### config.mk
export PLATFORM = sky130hd
export DESIGN_NAME = dsi3_rx_top
export DESIGN_NICKNAME = d
export VERILOG_FILES = /design/src/verilog/dsi3_pkg.sv /design/src/verilog/dsi3_rx_top.sv /design/src/verilog/dsi3_symbol_decoder.sv /design/src/verilog/dsi3_chip_sampler.sv /design/src/verilog/dsi3_filter.sv
export SDC_FILE = /design/constraint.sdc
export NUM_CORES = 1
export LEC_CHECK = 0
export BUFFER_PORTS_ARGS = -buffer_cell sky130_fd_sc_hd__buf_2
export CAP_MARGIN = 10
export CORE_UTILIZATION = 55
export DETAILED_ROUTE_END_ITERATION = 10
export GPL_ROUTABILITY_DRIVEN = 0
export PLACE_DENSITY = 0.76
export SYNTH_ARGS = -nofsm -noshare
export SYNTH_HDL_FRONTEND = slang
export SYNTH_SLANG_ARGS = --single-unit
### constraint.sdc
create_clock -name clk -period 4.2 [get_ports clk]
set_input_delay 0.21 -clock clk [delete_from_list [all_inputs] [get_ports clk]]
set_output_delay 0.21 -clock clk [all_outputs]
set_load 0.01 [all_outputs]
### src/verilog/dsi3_pkg.sv
package dsi3_pkg;

	// ======================================================================
	// Sizes and chip coding
	// ======================================================================

	localparam int unsigned PACKET_SYMBOLS_MAX = 8;

	// Thermometer code of the two comparators with bit 0 as the low threshold
	typedef enum logic [1:0] {
		C0 = 2'b00,
		C1 = 2'b01,
		C2 = 2'b11
	} dsi3_chip_e;

	typedef struct packed {
		logic       strobe;
		dsi3_chip_e chip;
	} chip_sample_s;

	// First symbol in the top nibble and unused low nibbles kept at zero
	typedef struct packed {
		logic                            valid;
		logic [4*PACKET_SYMBOLS_MAX-1:0] data;
		logic                            error;
	} dsi3_packet_s;

	typedef struct packed {
		dsi3_chip_e first;
		dsi3_chip_e second;
		dsi3_chip_e third;
	} chip_triplet_s;

	typedef struct packed {
		logic       found;
		logic [3:0] symbol;
	} symbol_lookup_s;

	// ======================================================================
	// Symbol table of 16 out of the 27 possible triplets
	// ======================================================================

	// Entry n holds the chip sequence of symbol n
	localparam chip_triplet_s symbol_chip_table [16] = '{
		'{C1, C0, C1}, '{C1, C0, C2}, '{C1, C2, C0}, '{C1, C2, C1},
		'{C2, C0, C1}, '{C2, C0, C2}, '{C2, C1, C0}, '{C2, C1, C2},
		'{C0, C1, C0}, '{C0, C1, C2}, '{C0, C2, C0}, '{C0, C2, C1},
		'{C1, C1, C0}, '{C1, C1, C2}, '{C2, C2, C0}, '{C2, C2, C1}
	};

	function automatic symbol_lookup_s chips_to_symbol(input chip_triplet_s triplet);
		symbol_lookup_s result;
		result = '{found: 1'b0, symbol: 4'h0};
		for (int i = 0; i < 16; i++) begin
			if (symbol_chip_table[i] == triplet) begin
				result.found  = 1'b1;
				result.symbol = 4'(i);
			end
		end
		return result;
	endfunction

endpackage
### src/verilog/dsi3_rx_top.sv
`timescale 1ns/1ps

module dsi3_rx_top #(
	parameter int unsigned FILTER_LONG    = 24,
	parameter int unsigned FILTER_SHORT   = 16,
	parameter int unsigned CHIP_CYCLES    = 64,
	parameter int unsigned PACKET_SYMBOLS = 4
) (
	input  logic                   clk,
	input  logic                   rst_n,
	input  logic [1:0]             rx,
	input  logic                   short_filter_time,
	output dsi3_pkg::dsi3_chip_e   chip_filtered,
	output dsi3_pkg::dsi3_packet_s packet
);

	dsi3_pkg::chip_sample_s chip_sample;

	// Comparator code to a clean chip level
	dsi3_filter #(
		.FILTER_LONG  (FILTER_LONG),
		.FILTER_SHORT (FILTER_SHORT)
	) u_filter (
		.clk               (clk),
		.rst_n             (rst_n),
		.rx                (rx),
		.short_filter_time (short_filter_time),
		.chip_filtered     (chip_filtered)
	);

	dsi3_chip_sampler #(
		.CHIP_CYCLES    (CHIP_CYCLES),
		.PACKET_SYMBOLS (PACKET_SYMBOLS)
	) u_sampler (
		.clk           (clk),
		.rst_n         (rst_n),
		.chip_filtered (chip_filtered),
		.chip_sample   (chip_sample)
	);

	dsi3_symbol_decoder #(
		.PACKET_SYMBOLS (PACKET_SYMBOLS)
	) u_decoder (
		.clk         (clk),
		.rst_n       (rst_n),
		.chip_sample (chip_sample),
		.packet      (packet)
	);

endmodule

### src/verilog/dsi3_symbol_decoder.sv
`timescale 1ns/1ps

module dsi3_symbol_decoder #(
	parameter int unsigned PACKET_SYMBOLS = 4
) (
	input  logic                   clk,
	input  logic                   rst_n,
	input  dsi3_pkg::chip_sample_s chip_sample,
	output dsi3_pkg::dsi3_packet_s packet
);
	import dsi3_pkg::*;

	localparam int unsigned DATA_W = 4 * PACKET_SYMBOLS_MAX;
	localparam int unsigned PAD    = 4 * (PACKET_SYMBOLS_MAX - PACKET_SYMBOLS);
	localparam int unsigned SYM_W  = $clog2(PACKET_SYMBOLS + 1);

	localparam logic [SYM_W-1:0] SYM_LAST = SYM_W'(PACKET_SYMBOLS - 1);

	logic [1:0]        chip_idx;
	logic [SYM_W-1:0]  sym_cnt;
	logic              err_acc;
	logic [DATA_W-1:0] acc;
	logic [DATA_W-1:0] acc_next;
	dsi3_chip_e        chip_a;
	dsi3_chip_e        chip_b;
	chip_triplet_s     triplet;
	symbol_lookup_s    lookup;
	logic              triplet_done;
	logic              last_triplet;
	logic              valid_q;
	logic [DATA_W-1:0] data_q;
	logic              error_q;

	// ======================================================================
	// Triplet decode
	// ======================================================================

	always_comb begin
		triplet      = '{first: chip_a, second: chip_b, third: chip_sample.chip};
		lookup       = chips_to_symbol(triplet);
		acc_next     = {acc[DATA_W-5:0], lookup.symbol};
		triplet_done = chip_sample.strobe && (chip_idx == 2'd2);
		last_triplet = triplet_done && (sym_cnt == SYM_LAST);
	end

	always_ff @(posedge clk) begin
		if (!rst_n) begin
			chip_idx <= 2'd0;
			sym_cnt  <= '0;
			err_acc  <= 1'b0;
			acc      <= '0;
			valid_q  <= 1'b0;
		end else begin
			valid_q <= 1'b0;
			if (triplet_done) begin
				chip_idx <= 2'd0;
				if (last_triplet) begin
					sym_cnt <= '0;
					err_acc <= 1'b0;
					acc     <= '0;
					valid_q <= 1'b1;
				end else begin
					sym_cnt <= sym_cnt + 1'b1;
					err_acc <= err_acc | ~lookup.found;
					acc     <= acc_next;
				end
			end else if (chip_sample.strobe) begin
				chip_idx <= chip_idx + 1'b1;
			end
		end
	end

	// ======================================================================
	// Chip holding and packet word
	// ======================================================================

	always_ff @(posedge clk) begin
		if (chip_sample.strobe && chip_idx == 2'd0) begin
			chip_a <= chip_sample.chip;
		end
		if (chip_sample.strobe && chip_idx == 2'd1) begin
			chip_b <= chip_sample.chip;
		end
		// Left align so the first symbol ends up in the top nibble
		if (last_triplet) begin
			data_q  <= acc_next << PAD;
			error_q <= err_acc | ~lookup.found;
		end
	end

	assign packet = '{valid: valid_q, data: data_q, error: error_q};

endmodule

### src/verilog/dsi3_chip_sampler.sv
`timescale 1ns/1ps

module dsi3_chip_sampler #(
	parameter int unsigned CHIP_CYCLES    = 64,
	parameter int unsigned PACKET_SYMBOLS = 4
) (
	input  logic                   clk,
	input  logic                   rst_n,
	input  dsi3_pkg::dsi3_chip_e   chip_filtered,
	output dsi3_pkg::chip_sample_s chip_sample
);
	import dsi3_pkg::*;

	localparam int unsigned PHASE_W = $clog2(CHIP_CYCLES);
	localparam int unsigned CHIPS   = 3 * PACKET_SYMBOLS;
	localparam int unsigned CHIP_W  = $clog2(CHIPS);

	// Loaded on start so that the first strobe lands half a chip later
	localparam logic [PHASE_W-1:0] PHASE_START = PHASE_W'(CHIP_CYCLES / 2 + 1);
	localparam logic [PHASE_W-1:0] PHASE_LAST  = PHASE_W'(CHIP_CYCLES - 1);
	localparam logic [CHIP_W-1:0]  CHIP_LAST   = CHIP_W'(CHIPS - 1);

	typedef enum logic [1:0] {
		S_IDLE,
		S_RECEIVE,
		S_WAIT_IDLE
	} state_e;

	state_e            state;
	logic [PHASE_W-1:0] phase;
	logic [CHIP_W-1:0]  chip_cnt;
	logic              strobe;
	logic              sample_now;
	dsi3_chip_e        chip_q;

	assign sample_now = (state == S_RECEIVE) && (phase == PHASE_LAST);

	always_ff @(posedge clk) begin
		if (!rst_n) begin
			state    <= S_IDLE;
			phase    <= '0;
			chip_cnt <= '0;
			strobe   <= 1'b0;
		end else begin
			strobe <= 1'b0;
			case (state)
				S_IDLE: begin
					// Any level above C0 is the first chip of a packet
					if (chip_filtered != C0) begin
						state    <= S_RECEIVE;
						phase    <= PHASE_START;
						chip_cnt <= '0;
					end
				end
				S_RECEIVE: begin
					if (sample_now) begin
						phase    <= '0;
						strobe   <= 1'b1;
						chip_cnt <= chip_cnt + 1'b1;
						if (chip_cnt == CHIP_LAST) begin
							state <= S_WAIT_IDLE;
						end
					end else begin
						phase <= phase + 1'b1;
					end
				end
				S_WAIT_IDLE: begin
					if (chip_filtered == C0) begin
						state <= S_IDLE;
					end
				end
				default: state <= S_IDLE;
			endcase
		end
	end

	always_ff @(posedge clk) begin
		if (sample_now) begin
			chip_q <= chip_filtered;
		end
	end

	assign chip_sample = '{strobe: strobe, chip: chip_q};

endmodule

### src/verilog/dsi3_filter.sv
`timescale 1ns/1ps

module dsi3_filter #(
	parameter int unsigned FILTER_LONG  = 24,
	parameter int unsigned FILTER_SHORT = 16
) (
	input  logic                 clk,
	input  logic                 rst_n,
	input  logic [1:0]           rx,
	input  logic                 short_filter_time,
	output dsi3_pkg::dsi3_chip_e chip_filtered
);
	import dsi3_pkg::*;

	localparam int unsigned LIMIT_MAX =
		(FILTER_LONG > FILTER_SHORT) ? FILTER_LONG : FILTER_SHORT;
	localparam int unsigned CNT_W     = $clog2(LIMIT_MAX + 1);

	logic [1:0]       rx_meta;
	logic [1:0]       rx_sync;
	logic [CNT_W-1:0] limit;
	logic [CNT_W-1:0] count [2];
	logic [CNT_W-1:0] count_clamped [2];
	logic [CNT_W-1:0] count_next [2];
	logic [1:0]       level;
	dsi3_chip_e       chip_next;

	// ======================================================================
	// Input synchronizer
	// ======================================================================

	always_ff @(posedge clk) begin
		if (!rst_n) begin
			rx_meta <= 2'b00;
			rx_sync <= 2'b00;
		end else begin
			rx_meta <= rx;
			rx_sync <= rx_meta;
		end
	end

	// ======================================================================
	// One integrating counter per comparator
	// ======================================================================

	assign limit = short_filter_time ? CNT_W'(FILTER_SHORT) : CNT_W'(FILTER_LONG);

	always_comb begin
		for (int i = 0; i < 2; i++) begin
			// Limit may drop under a running count when the filter time switches
			count_clamped[i] = (count[i] > limit) ? limit : count[i];
			if (rx_sync[i]) begin
				count_next[i] = (count_clamped[i] == limit) ? limit : count_clamped[i] + 1'b1;
			end else begin
				count_next[i] = (count_clamped[i] == '0) ? '0 : count_clamped[i] - 1'b1;
			end
		end
	end

	// Output bit flips only at the two ends of the range
	always_ff @(posedge clk) begin
		if (!rst_n) begin
			for (int i = 0; i < 2; i++) begin
				count[i] <= '0;
			end
			level <= 2'b00;
		end else begin
			for (int i = 0; i < 2; i++) begin
				count[i] <= count_next[i];
				if (count_next[i] == limit) begin
					level[i] <= 1'b1;
				end else if (count_next[i] == '0) begin
					level[i] <= 1'b0;
				end
			end
		end
	end

	// Rebuild the chip and map the upper bit alone to C1
	always_comb begin
		case (level)
			2'b00:   chip_next = C0;
			2'b01:   chip_next = C1;
			2'b11:   chip_next = C2;
			default: chip_next = C1;
		endcase
	end

	always_ff @(posedge clk) begin
		if (!rst_n) begin
			chip_filtered <= C0;
		end else begin
			chip_filtered <= chip_next;
		end
	end

endmodule

Word-level counts from Yosys, hierarchy flattened --
Memories as Yosys holds them, arrays and structs flattened. Cells that the tools add are included.
Cells by class: $add $sub $neg 8, magnitude comparators 2, eq/ne operators 32, multiplexer cells 50, bitwise logic cells 5, reduce and logical (&&, ||, !) cells 23
Operator list (number):
- 5-bit two-way mux | 26
- 5-bit by 6-bit == test with 1-bit output, first input constant | 6
- 6-bit == test, first input constant | 6
- 5-bit == test | 4
- 5-bit zero test | 4
- 3-bit by 6-bit == test with 1-bit output, first input constant | 2
- 4-bit by 6-bit == test with 1-bit output, first input constant | 2
- 12-bit two-way mux | 1
- 4-bit two-way mux | 3
- 6-bit two-way mux | 2
- 6-bit one-hot mux with 2 select lines | 1
- 5-bit by 1-bit adder with 5-bit output, second input constant | 2
- 5-bit > comparator | 2
- 5-bit by 1-bit subtractor with 5-bit output, second input constant | 2
- 1-bit two-way mux | 9
- 2-bit zero test | 4
- 2-bit two-way mux | 4
- 4-bit one-hot mux with 2 select lines | 1
- 2-bit nonzero test | 4
- 6-bit by 1-bit adder with 6-bit output, second input constant | 1
- 2-bit == test, second input constant | 3
- 6-bit == test, second input constant | 1
- 2-bit by 1-bit inequality test with 1-bit output, second input constant | 3
- 2-bit one-hot mux with 3 select lines | 1
- other kinds (16) | 26
Storage, ports and cells: register bits after elaboration 63, memory bits (writable) 10, memories 1
Memories:
- u_filter.count | depth 2, bits a word 5, read ports 2, clocked after memory_dff 0, wr ports 2, line dsi3_filter.sv:22 | logic [CNT_W-1:0] count [2];

Longest topological paths before layout --
depth in word-level cells 20, depth in mapped cells 14

Modules after synthesis --
From an unflattened synthesis, not the netlist that was laid out.
Second synthesis, totals: cells, all modules 375, area total of the unflattened synthesis 3906.2 um2
Modules (own cells, without submodules):
- dsi3_symbol_decoder | instances 1, cells each 135, area each 1751.7 um2, seq. area each 1011.0 um2
- dsi3_filter | instances 1, cells each 164, area each 1451.4 um2, seq. area each 360.3 um2
- dsi3_chip_sampler | instances 1, cells each 76, area each 703.2 um2, seq. area each 320.3 um2

Worst setup path after synthesis --
OpenSTA, ideal clock, no wires.
path kind register to register, start memory u_filter.count[0][3] (netlist bit), end register u_filter.level[0], arrival 2.310 ns, required time 4.084 ns, setup slack 1.774 ns, cell stages (with the launch flop) 11, path buffers 2, cell sequence dfxtp_1 > clkbuf_1 > inv_1 > ha_1 > nand2b_1 > buf_6 > or3_4 > and4_4 > or4_1 > a21o_1 > o211a_1
RTL lines:
- start: declaration | line dsi3_filter.sv:22
- end signal: assignment | line dsi3_filter.sv:66 | level <= 2'b00;
- end signal: indexed assignment | line dsi3_filter.sv:71 | level[i] <= 1'b1;
- end signal: indexed assignment | line dsi3_filter.sv:73 | level[i] <= 1'b0;
- end: declaration | line dsi3_filter.sv:25 | logic [1:0] level;

==> impl_results.md <==
- Pins Over Slew Limit: 0
- Root buf cell: clkbuf_8
- Antenna viol nets, final: 0
- DP HPWL: between 4000 and 5000 um
- Antenna violations before repair: 0
- Worst vdd ir: 352 uV
- Final worst slack: 1.44 ns
- Synth unique cells: 57
- Slew at the pin closest to its max-slew limit: 1.11 ns
- PD cells: 541 nW/um2
- Sum Neg Setup Slack: 0 ns
- Cell Chain, Critical Path: inv_1 > ha_1 > nand2b_1 > nand2_1 > ha_1 > nand2_1 > o31ai_1 > a2bb2oi_1 > o221ai_1 > nand3b_1 > a221oi_1
- Clock Pin Slew Worst Setup and Hold Paths: 0.08 ns
- Critical path arrival: 3.02 ns
- First DRT Iteration DRCs: 152
- DR WL/cell: ~14 um
- Flops & latches, synth: 73
- Max Cap Viol: 0
- Crit path time final: 2.76 ns
- Die W: 82.4 um
- Pre-CTS setup slack: 1.47 ns
- Largest net degree at the start of global routing: 19
- ANT cells: 0
- Crit path largest cell delay: between 0.4 and 0.5 ns
- Rel. slew slack: 0.258
- Ys flop type: dfxtp_1
- Total track usage: 0.217
- Clock Path Buffers: 2
- Syn Std Cell Area: 3560 um2
- Most frequent cells in the layout: 50 x dfxtp_1, 28 x nor2_1, 24 x buf_2
- Global route overflow: 0
- Core area: 6060 um2
- Final non-filler cell total: approximately 470
- Row cnt: 28
- Post-synth EDFFs: 23
- Startpoint types: register
- Synth-to-Final Area Change: 7.78%
- Final setup viols: 0
- First-pass GRT wire length: 11000 um
- Number of port buffers: 24
- Critical Path Slowest Stage Cell: dfxtp_1
- Clock Latency Late Sink: 0.35 ns
- Multi-input logic area: roughly 1600 um2
- Share of layout cells above drive strength 1: 0.123
- CP required: 4.46 ns
- Post-CTS sizing: 0
- Commonest non-fill, non-tap cell in the layout: dfxtp_1
- Register area: 1690 um2
- Num CTS Buffers: 9
- Leakage: 1.47 nW
- DRC Markers: 0
- Avg Cell Area, Syn: 9.72 um2
- Final Hold Vio Count: 0
- Io pins: 41
- Total number of vias: 2640
- Worst hold path type: in2reg
- Status: completed
- Hold_buf cts: 0
- Sequential area share after synthesis: 0.476
- Via density per instance: 5.67
- Clk sinks: 73
- # nets final: 406
- Syn. warnings: 0
- Critical Path Fanout Max: 8
- CTS tree: done
- FILL cells: 510
- DP Cell Count: 450
- Synth async-reset ratio: 0
- DRT Pass-1 Iters: 4
- Clock Skew: approximately 0.011 ns
- CP Capture Type: register
- RSZ-0062 raised after global routing: no
- R2r setup slk: 1.44 ns
- Final WL: 6440 um
- Mapped Cells: 366
- Die Y-Extent: about 82 um
- Htree depth: 3
- Final worst path period share: 0.658
- Critical path class: reg2reg
- # Post-CTS Setup Buffers: 0
- Initial core utilization: 0.587
- Max Fclk: 362 MHz
- Vias in the first global route: about 2500
- Die area: 6790 um2
## kinds of logic (layout without fill, tap and decap cells)
| logic type | Yosys count | after routing | share of synthesized area |
|---|---|---|---|
| simple gates | 122 | 122 | 0.181 |
| mux | 4 | 4 | 0.0116 |
| other cells | 1 | 16 | 0.00105 |
| fa+ha+maj | 15 | 15 | 0.0528 |
| buf+inv | 53 | 63 | 0.0774 |
| compound gates | 82 | 82 | 0.161 |
| xor+xnor | 16 | 16 | 0.0394 |
| flops | 73 | 73 | 0.476 |
## final cells by class
class                   instances  area share
repair buffers                 26      0.0353
inverters                      21      0.0206
flip-flops and latches         73       0.441
multi-input cells             255       0.429
well taps                      75      0.0245
clock inverters                 7      0.0167
clock buffers                   9      0.0323
## per-layer routing
metal  vias up  part of all wire  GRT usage
met4         0             0.018     0.0912
met2        70              0.48      0.363
met1      1236              0.46      0.264
met5         -                 0          0
met3        14             0.043     0.0549
li1       1320                 -          -
## through the flow
step | total power (W) | instance area [um2] | hold slack [ns] | util
after detailed placement | 0.00155 | 3640 | 0.417 | 0.601
after CTS | 0.00207 | 3830 | 0.0548 | 0.632
after global placement | 0.00155 | 3640 | 0.413 | 0.601
after global routing | 0.00221 | 3830 | 0.0458 | 0.632
after floorplan | 0.00144 | 3610 | 0.337 | -
final | 0.00207 | 3830 | 0.0681 | 0.632
## worst paths after layout
| check | startpoint | end | cells after the start |
|---|---|---|---|
| worst max-delay path | u_filter.count[0][8] | u_filter.level[1] | 11 |
| worst min-delay path | rx[0] | u_filter.rx_meta[0] | 2 |
| worst min register to register | u_filter.rx_meta[0] | u_filter.rx_sync[0] | 1 |
| worst max register to register | u_filter.count[0][8] | u_filter.level[1] | 11 |
## report_power, final
part / internal, W / leakage (nW) / total (W) / switching (W)
Sequential: 0.000786 / 0.589 / 0.000875 / 0.0000884
Clock: 0.000226 / 0.0899 / 0.000520 / 0.000293
Combinational: 0.000295 / 0.790 / 0.000681 / 0.000385
Total: 0.00131 / 1.47 / 0.00207 / 0.000767
## cell usage after synthesis (all sizes together), types with 3 or more instances
| cell type | count | area share |
|---|---|---|
| a31oi | 5 | 0.0088 |
| and2 | 12 | 0.021 |
| nor4 | 4 | 0.0070 |
| inv | 20 | 0.021 |
| clkbuf | 12 | 0.013 |
| a22o | 14 | 0.034 |
| a21oi | 15 | 0.021 |
| dfxtp | 50 | 0.28 |
| or3 | 4 | 0.0084 |
| o211a | 3 | 0.0084 |
| and3 | 5 | 0.0088 |
| nand2 | 23 | 0.024 |
| xor2 | 5 | 0.012 |
| edfxtp | 23 | 0.19 |
| o31ai | 4 | 0.0084 |
| nor2 | 28 | 0.030 |
| nand3 | 6 | 0.0084 |
| nand2b | 4 | 0.0070 |
| or4 | 3 | 0.0063 |
| nor2b | 4 | 0.0070 |
| a211oi | 3 | 0.0063 |
| o21ai | 15 | 0.021 |
| nor3 | 17 | 0.024 |
| buf | 20 | 0.043 |
| xnor2 | 11 | 0.027 |
| mux2i | 3 | 0.0084 |
| ha | 15 | 0.053 |
## worst max-delay path: cells and delay by family (launching register included)
family,cells,cell delay (ns)
adder cells (fa/ha/maj),2,0.43
flip-flops,1,0.46
AO/OA/AOI/OAI,4,0.96
buffers and inverters,1,0.12
AND/OR/NAND/NOR,4,0.71
## registers in the layout, summed over array words and instances (netlist names), 2 cells and up
register and cells:
u_sampler.state 2, u_decoder.chip_idx 2, u_decoder.chip_a 2, u_decoder.sym_cnt 3, u_decoder.data_q 16, u_sampler.chip_cnt 4
u_filter.chip_filtered 2, u_decoder.chip_b 2, u_filter.rx_sync 2, u_sampler.chip_q 2, u_decoder.acc 12, u_filter.rx_meta 2
u_sampler.phase 6, u_filter.level 2, u_filter.count 10
(Power assumes the default switching activity.)
